--- src/warp_pkg.sv ---
package warp_pkg;

    // datapath and register file geometry
    localparam int XLEN     = 64;
    localparam int WORD_W   = 32;
    localparam int REG_AW   = 5;
    localparam int NUM_REGS = 32;

    // arithmetic unit operation select
    localparam logic [1:0] XARITH_OP_ADD = 2'd0;
    localparam logic [1:0] XARITH_OP_SLT = 2'd1;
    localparam logic [1:0] XARITH_OP_CMP = 2'd2;

    // logic unit operation select
    localparam logic [2:0] XLOGIC_OP_AND = 3'd0;
    localparam logic [2:0] XLOGIC_OP_OR  = 3'd1;
    localparam logic [2:0] XLOGIC_OP_XOR = 3'd2;
    localparam logic [2:0] XLOGIC_OP_SLA = 3'd4;

    // unit select carried with every issued operation
    localparam logic UNIT_ARITH = 1'b0;
    localparam logic UNIT_LOGIC = 1'b1;

    typedef struct packed {
        logic [1:0] opsel;
        logic       sub;
        logic       is_unsigned;
        // set for min, clear for max
        logic       cmp_min;
        // branch on equality instead of less-than
        logic       branch_equal;
        logic       branch_invert;
        logic       word;
    } xarith_ctl_s;

    typedef struct packed {
        logic [2:0] opsel;
        logic       invert;
        logic [1:0] sll;
        // must be zero
        logic [1:0] reserved;
    } xlogic_ctl_s;

    // one control word, decoded per unit select
    // the logic view is called lgc since logic is a keyword
    typedef union packed {
        xarith_ctl_s arith;
        xlogic_ctl_s lgc;
    } xctl_u;

endpackage

--- src/warp_xrf.sv ---
`timescale 1ns/1ps

module warp_xrf (
    input  logic                         i_clk,
    input  logic                         i_rst_n,
    // read addresses, sampled on the rising edge
    input  logic [warp_pkg::REG_AW-1:0] i_rs1_addr,
    input  logic [warp_pkg::REG_AW-1:0] i_rs2_addr,
    // single write port
    input  logic                         i_wen,
    input  logic [warp_pkg::REG_AW-1:0] i_rd_addr,
    input  logic [warp_pkg::XLEN-1:0]   i_rd_wdata,
    // read data, valid one cycle after the address
    output logic [warp_pkg::XLEN-1:0]   o_rs1_rdata,
    output logic [warp_pkg::XLEN-1:0]   o_rs2_rdata
);
    logic [warp_pkg::XLEN-1:0] regs [warp_pkg::NUM_REGS];
    logic [warp_pkg::XLEN-1:0] rs1_q;
    logic [warp_pkg::XLEN-1:0] rs2_q;
    logic                      wr_en;

    // x0 is never written, so it keeps its reset value of zero
    assign wr_en = i_wen && (i_rd_addr != '0);

    always_ff @(posedge i_clk or negedge i_rst_n) begin
        if (!i_rst_n) begin
            for (int i = 0; i < warp_pkg::NUM_REGS; i++) begin
                regs[i] <= '0;
            end
            rs1_q <= '0;
            rs2_q <= '0;
        end else begin
            if (wr_en) begin
                regs[i_rd_addr] <= i_rd_wdata;
            end
            // bypass: a read of the register being written sees the new data
            if (wr_en && (i_rs1_addr == i_rd_addr)) begin
                rs1_q <= i_rd_wdata;
            end else begin
                rs1_q <= regs[i_rs1_addr];
            end
            if (wr_en && (i_rs2_addr == i_rd_addr)) begin
                rs2_q <= i_rd_wdata;
            end else begin
                rs2_q <= regs[i_rs2_addr];
            end
        end
    end

    assign o_rs1_rdata = rs1_q;
    assign o_rs2_rdata = rs2_q;
endmodule

--- src/warp_xread.sv ---
`timescale 1ns/1ps

module warp_xread (
    input  logic                         i_clk,
    input  logic                         i_rst_n,
    // issue fields
    input  logic                         i_valid,
    input  logic [warp_pkg::REG_AW-1:0] i_rs1,
    input  logic [warp_pkg::REG_AW-1:0] i_rs2,
    input  logic [warp_pkg::REG_AW-1:0] i_rd,
    input  logic                         i_use_imm,
    input  logic [warp_pkg::XLEN-1:0]   i_imm,
    input  logic                         i_unit,
    input  warp_pkg::xctl_u              i_ctl,
    // write-back from the execute stage
    input  logic                         i_wen,
    input  logic [warp_pkg::REG_AW-1:0] i_wb_rd,
    input  logic [warp_pkg::XLEN-1:0]   i_wb_data,
    // operands and fields, one cycle after issue
    output logic                         o_valid,
    output logic [warp_pkg::XLEN-1:0]   o_op1,
    output logic [warp_pkg::XLEN-1:0]   o_op2,
    output logic [warp_pkg::REG_AW-1:0] o_rd,
    output logic                         o_unit,
    output warp_pkg::xctl_u              o_ctl
);
    logic [warp_pkg::XLEN-1:0]   rs2_rdata;
    logic [warp_pkg::XLEN-1:0]   imm_q;
    logic                        use_imm_q;

    // file reads line up with the registered fields below
    warp_xrf u_xrf (
        .i_clk       (i_clk),
        .i_rst_n     (i_rst_n),
        .i_rs1_addr  (i_rs1),
        .i_rs2_addr  (i_rs2),
        .i_wen       (i_wen),
        .i_rd_addr   (i_wb_rd),
        .i_rd_wdata  (i_wb_data),
        .o_rs1_rdata (o_op1),
        .o_rs2_rdata (rs2_rdata)
    );

    always_ff @(posedge i_clk or negedge i_rst_n) begin
        if (!i_rst_n) begin
            o_valid   <= 1'b0;
            o_rd      <= '0;
            o_unit    <= warp_pkg::UNIT_ARITH;
            o_ctl     <= '0;
            use_imm_q <= 1'b0;
        end else begin
            o_valid   <= i_valid;
            o_rd      <= i_rd;
            o_unit    <= i_unit;
            o_ctl     <= i_ctl;
            use_imm_q <= i_use_imm;
        end
    end

    // immediate payload
    always_ff @(posedge i_clk) begin
        imm_q <= i_imm;
    end

    // immediate replaces rs2 when selected
    assign o_op2 = use_imm_q ? imm_q : rs2_rdata;
endmodule

--- config.mk ---
export PLATFORM = sky130hd
export DESIGN_NAME = warp_xread
export DESIGN_NICKNAME = d
export VERILOG_FILES = /design/src/warp_pkg.sv /design/src/warp_xrf.sv /design/src/warp_xread.sv
export SDC_FILE = /design/constraint.sdc
export NUM_CORES = 2
export LEC_CHECK = 0
export BUFFER_PORTS_ARGS = -buffer_cell sky130_fd_sc_hd__clkbuf_2
export CAP_MARGIN = 20
export CORE_UTILIZATION = 40
export CTS_BUF_LIST = sky130_fd_sc_hd__clkbuf_2 sky130_fd_sc_hd__clkbuf_4 sky130_fd_sc_hd__clkbuf_8
export CTS_CLUSTER_DIAMETER = 50
export DETAILED_ROUTE_END_ITERATION = 10
export SYNTH_ARGS = -nofsm -noshare
export SYNTH_HDL_FRONTEND = slang
export SYNTH_SLANG_ARGS = --single-unit
--- constraint.sdc ---
create_clock -name i_clk -period 4.1 [get_ports i_clk]
set_clock_uncertainty 0.05 [all_clocks]
set_input_delay 0.615 -clock i_clk [delete_from_list [all_inputs] [get_ports i_clk]]
set_output_delay 0.615 -clock i_clk [all_outputs]
set_load 0.01 [all_outputs]
# --- After elaboration in Yosys (flattened, before gate mapping) ---
# Index checks and enable logic that the tools add are counted.
word_totals:
  output_inout_bits: 143
  regBits: 2256
  word_cells: 66
  input_bits: 162
op_classes:
  n_bitwise: 3
  magnitude_cmp: 4
  n_reduce_logical: 5
  mux: 12
  eq_ne: 2
ops:
  columns: ["cell", "count"]
  rows:
  - ["bitwise mux 2048 bit", 1]
  - ["binary-select mux 64 bit (select 5 bit)", 2]
  - ["two-way mux 64 bit", 8]
  - ["demux 64 bit (select 5 bit)", 1]
  - [">= comparator 6 bit (second input constant)", 3]
  - ["inverter 5 -> 6 bit", 3]
  - ["== test 5 bit", 2]
  - ["< comparator 6 x 1 -> 1 bit (second input constant)", 1]
  - ["nonzero test 5 bit", 1]
  - ["logical AND 1 bit", 4]

# --- Logic depth before layout (Yosys ltp) ---
depth:
  depth_word: 6
  mapped_depth: 10

# --- By module ---
# From an unflattened synthesis, not the netlist that was laid out.
hier_totals:
  cells_unflattened: 7586
  hier_area_um2: 114842.6
by_module_without_submodules:
  columns: ["module", "area_each_um2", "cells_each", "instances"]
  rows:
  - ["warp_xrf", 112083.7, 7435, 1]
  - ["warp_xread", 2758.9, 151, 1]

# --- Worst setup path after synthesis ---
# Ideal clock, no wire load.
synth_timing:
  path_kind: "input-to-reg"
  startpoint: "input port i_rs1[0] (netlist name)"
  endpoint: "register u_xrf.rs1_q, in the netlist u_xrf.o_rs1_rdata[56]"
  setup_ps: 137
  setup_slack_ps: 1649
  cell_stages: 9
  t_arrival_ps: 2264
  path_cell_list: "buf_2 -> buf_6 -> buf_6 -> buf_2 -> mux4_2 -> a22oi_1 -> a21oi_1 -> a21oi_1 -> a21oi_1"
synth_between:
  elab_chain_cells: 5
synth_rtl:
  columns: ["element", "line_no", "source"]
  rows:
  - ["start, declared", "warp_xread.sv:8", "input logic [warp_pkg::REG_AW-1:0] i_rs1,"]
  - ["inverter 5 -> 6 bit (implied by the code)", "warp_xrf.sv:40", "rs1_q <= regs[i_rs1_addr];"]
  - ["binary-select mux 64 bit (select 5 bit)", "warp_xrf.sv:40", null]
  - ["two-way mux 64 bit (implied by the code) (2 in a row)", "warp_xrf.sv:40", null]
  - ["two-way mux 64 bit *", "warp_xrf.sv:37", "if (wr_en && (i_rs1_addr == i_rd_addr)) begin"]
  - ["end signal, assigned", "warp_xrf.sv:38", "rs1_q <= i_rd_wdata;"]
  - ["end signal, assigned", "warp_xrf.sv:40", null]
  - ["end, declared", "warp_xrf.sv:18", "logic [warp_pkg::XLEN-1:0] rs1_q;"]
# Every way passes the cells marked *; elsewhere a longest branch is shown, timed or not. The select of a mux whose other input is x is not followed.
# A chain may end at the register's enable or synchronous reset.

# --- Worst setup path in the final report ---
layout_timing:
  startpoint: "register use_imm_q"
  endpoint: "output port o_op2[35] (netlist name)"
layout_between:
  elab_chain_cells: 1
layout_rtl:
  columns: ["element", "line_no", "source"]
  rows:
  - ["start, declared", "warp_xread.sv:29", "logic use_imm_q;"]
  - ["start signal, assigned", "warp_xread.sv:56", "use_imm_q <= i_use_imm;"]
  - ["two-way mux 64 bit", "warp_xread.sv:66", "assign o_op2 = use_imm_q ? imm_q : rs2_rdata;"]
  - ["end, declared", "warp_xread.sv:22", "output logic [warp_pkg::XLEN-1:0] o_op2,"]
# Every way passes these cells.

==> run metrics <==
post-synthesis sequential area ratio 0.490; largest net degree at the start of global routing 127; CP Buf/Inv Count 2; critical path class register to primary output; CP Data Arrival Time 2710 ps; routed wire length 416 mm; final core utilization 0.461; Max Fclk 0.296 GHz; worst reg2reg endpoint u_xrf.o_rs2_rdata[22]$_DFF_PN0_; Initial Utilization 0.402; DPL Wire Length 241 mm; distinct cell type count after synthesis 60; WHS Endpoint imm_q[61]$_DFF_P_; die height 537 um; total negative setup slack 0 ps; Slew Viols, Final 0; Worst-Skew Late Latency 1080 ps; Ys Warns 0; Die W 537 um; first-pass GRT wire length 597 mm; commonest non-fill, non-tap cell in the layout dfrtp_1; core footprint 285000 um2; WL/cell 34.6 um; clk root buf clkbuf_8; share of cells above drive strength 1 0.536; total CTS buffers 410; async set-reset flop share out of synthesis 0.972; gr usage total 0.288; Final Hold Vio Count 0; worst-path maximum fanout 19; reg2reg start u_xrf.regs[342]$_DFFE_PN0P_; startpoint types register; Synth Flop Type dfrtp_1; global route overflow 0; vias in the first global route 79700; # port buffers 304; via count 76900; CP cell instances buf_4 > mux2_2 > clkbuf_2; Syn Inst Count 7655; Final Cycle Share 0.823; endpoint class of the critical path primary output; initial antenna violation count 33; unrepaired setup endpoints after global routing no; Syn Nets 7817; reg2reg path depth 5; Worst R2R Setup Slack 2060 ps; post-synthesis register bit count 2256; Final nets 8087; outcome finished, final reports clean; max_cap viols 0; first-pass iteration count of the detailed router 6; Pwr per Cell Area 502 nW/um2; clk slew on worst S/H paths 60 ps; Final ANT Viol Nets 0; fin crit period 3370 ps; Max Root-Sink Buffers 4; Netlist Area Pre-Place 115000 um2; site row count 196; highest-delay cell along the critical path dfrtp_4; syn_area_per_cell 15.0 um2; WP data required 3430 ps; Area growth, synth to finish 14.6%; Sink Count 2256; slowest stage delay, CP 670 ps; initial DRC count 7453; Hold Path Origin i_imm[61]; full die area 289000 um2; Worst Tran Pin Value 1100 ps; number of flops mapped to enable cells by yosys 0; TritonCTS clock tree yes; Pleak 56.8 nW; most frequent cells in the layout 2191 x dfrtp_1, 2021 x mux2_2, 938 x mux4_2; hold depth 2; # setup viols final 0; Max VDD drop 0.274 mV; CP delay by family, top flip-flops; via density per instance 6.39; Hold Path Class input port to register; H-Tree Depth 5; DRC 0; GP Congestion 0.840; Slew Limit Headroom 0.265; Top Ports 305
final cells by class:
type                            count  area [um2]
Fill cell                       24900      154000
Sequential cell                  2256       56100
Multi-Input combinational cell   4510       54500
Clock buffer                      657        8250
Timing Repair Buffer              740        6750
Tap cell                         3762        4710
Clock inverter                     82         940
Antenna cell                       19        47.5
Inverter                            7        35.0
cell usage after synthesis (5+ instances only):
master	number	share of area
dfrtp_1	2192	0.48
mux2_2	2021	0.20
mux4_2	938	0.18
clkbuf_1	441	0.014
buf_2	300	0.013
a21oi_1	227	0.0099
a22oi_1	222	0.015
mux2i_1	198	0.017
nor2_1	140	0.0046
nand2_1	139	0.0046
o22ai_1	115	0.0063
o221ai_1	97	0.0074
o21ai_0	85	0.0037
buf_4	74	0.0048
dfxtp_1	64	0.011
buf_6	44	0.0043
nand3_1	32	0.0014
mux2_1	30	0.0029
a31oi_1	28	0.0015
a211o_1	27	0.0021
nor2b_1	24	0.0013
nor4_1	23	0.0013
buf_1	21	0.00069
a221oi_1	18	0.0014
o21a_1	18	0.0012
nor2_2	17	0.00093
nor3_1	13	0.00057
nand2b_1	12	0.00065
xnor2_1	10	0.00076
a211oi_1	9	0.00059
o22a_1	9	0.00069
and2_1	8	0.00044
inv_1	6	0.00020
or3_1	5	0.00027
or4_1	5	0.00033
how the worst max path moves through the flow:
stage	end	startpoint	cells past startpoint	slack, ps
floorplan	u_xrf.o_rs1_rdata[56]$_DFF_PN0_	i_rs1[0]	9	1650
CTS	o_op2[35]	use_imm_q$_DFF_PN0_	3	540
global placement	u_xrf.o_rs2_rdata[22]$_DFF_PN0_	i_rs2[0]	7	560
finish	o_op2[35]	use_imm_q$_DFF_PN0_	3	730
detailed placement	u_xrf.o_rs2_rdata[22]$_DFF_PN0_	i_rs2[0]	7	570
global route	o_op2[35]	use_imm_q$_DFF_PN0_	3	580
state kept, by name (all words and copies together) (netlist names):
register,cells
imm_q,64
o_ctl,8
o_rd,5
o_unit,1
o_valid,1
u_xrf.o_rs1_rdata,64
u_xrf.o_rs2_rdata,64
u_xrf.regs,2048
use_imm_q,1
through the flow:
stage	area (um2)	setup WS, ps	hold slack (ps)	instances	total power, W
floorplan	115000	1650	269	7655	0.0378
global placement	121000	565	327	11200	0.0416
detailed placement	121000	570	333	11200	0.0422
CTS	131000	538	30.2	12000	0.0662
global route	131000	580	104	12000	0.0687
finish	131000	726	113	12000	0.0660
per-layer routing:
layer,vias up,part of all wire,track usage
li1,30100,-,-
met1,41700,0.39,0.374
met2,4014,0.47,0.456
met3,995,0.088,0.0651
met4,19,0.051,0.138
met5,-,0.00038,0
what timing repair did:
item                      CTS  global route
hold endpoints to repair  606             0
hold buffers               85             0
buffers inserted            0             0
gates resized for setup     0             0
power breakdown:
part | total (W) | switching, W | internal [W]
registers | 0.0296 | 0.00323 | 0.0264
clock network | 0.0239 | 0.0102 | 0.0137
logic | 0.0124 | 0.00514 | 0.00730
total | 0.0660 | 0.0186 | 0.0474
kinds of logic (layout without fill, tap and decap cells):
group | count (synthesis) | count (layout) | share of synthesized area
multiplexers | 3187 | 3187 | 0.403
other | 0 | 19 | 0
flip-flops | 2256 | 2256 | 0.490
buffers and inverters | 889 | 1486 | 0.0379
XOR/XNOR | 10 | 10 | 0.000764
AO/OA/AOI/OAI | 877 | 877 | 0.0512
AND/OR/NAND/NOR | 436 | 436 | 0.0175
(Power assumes the default switching activity.)
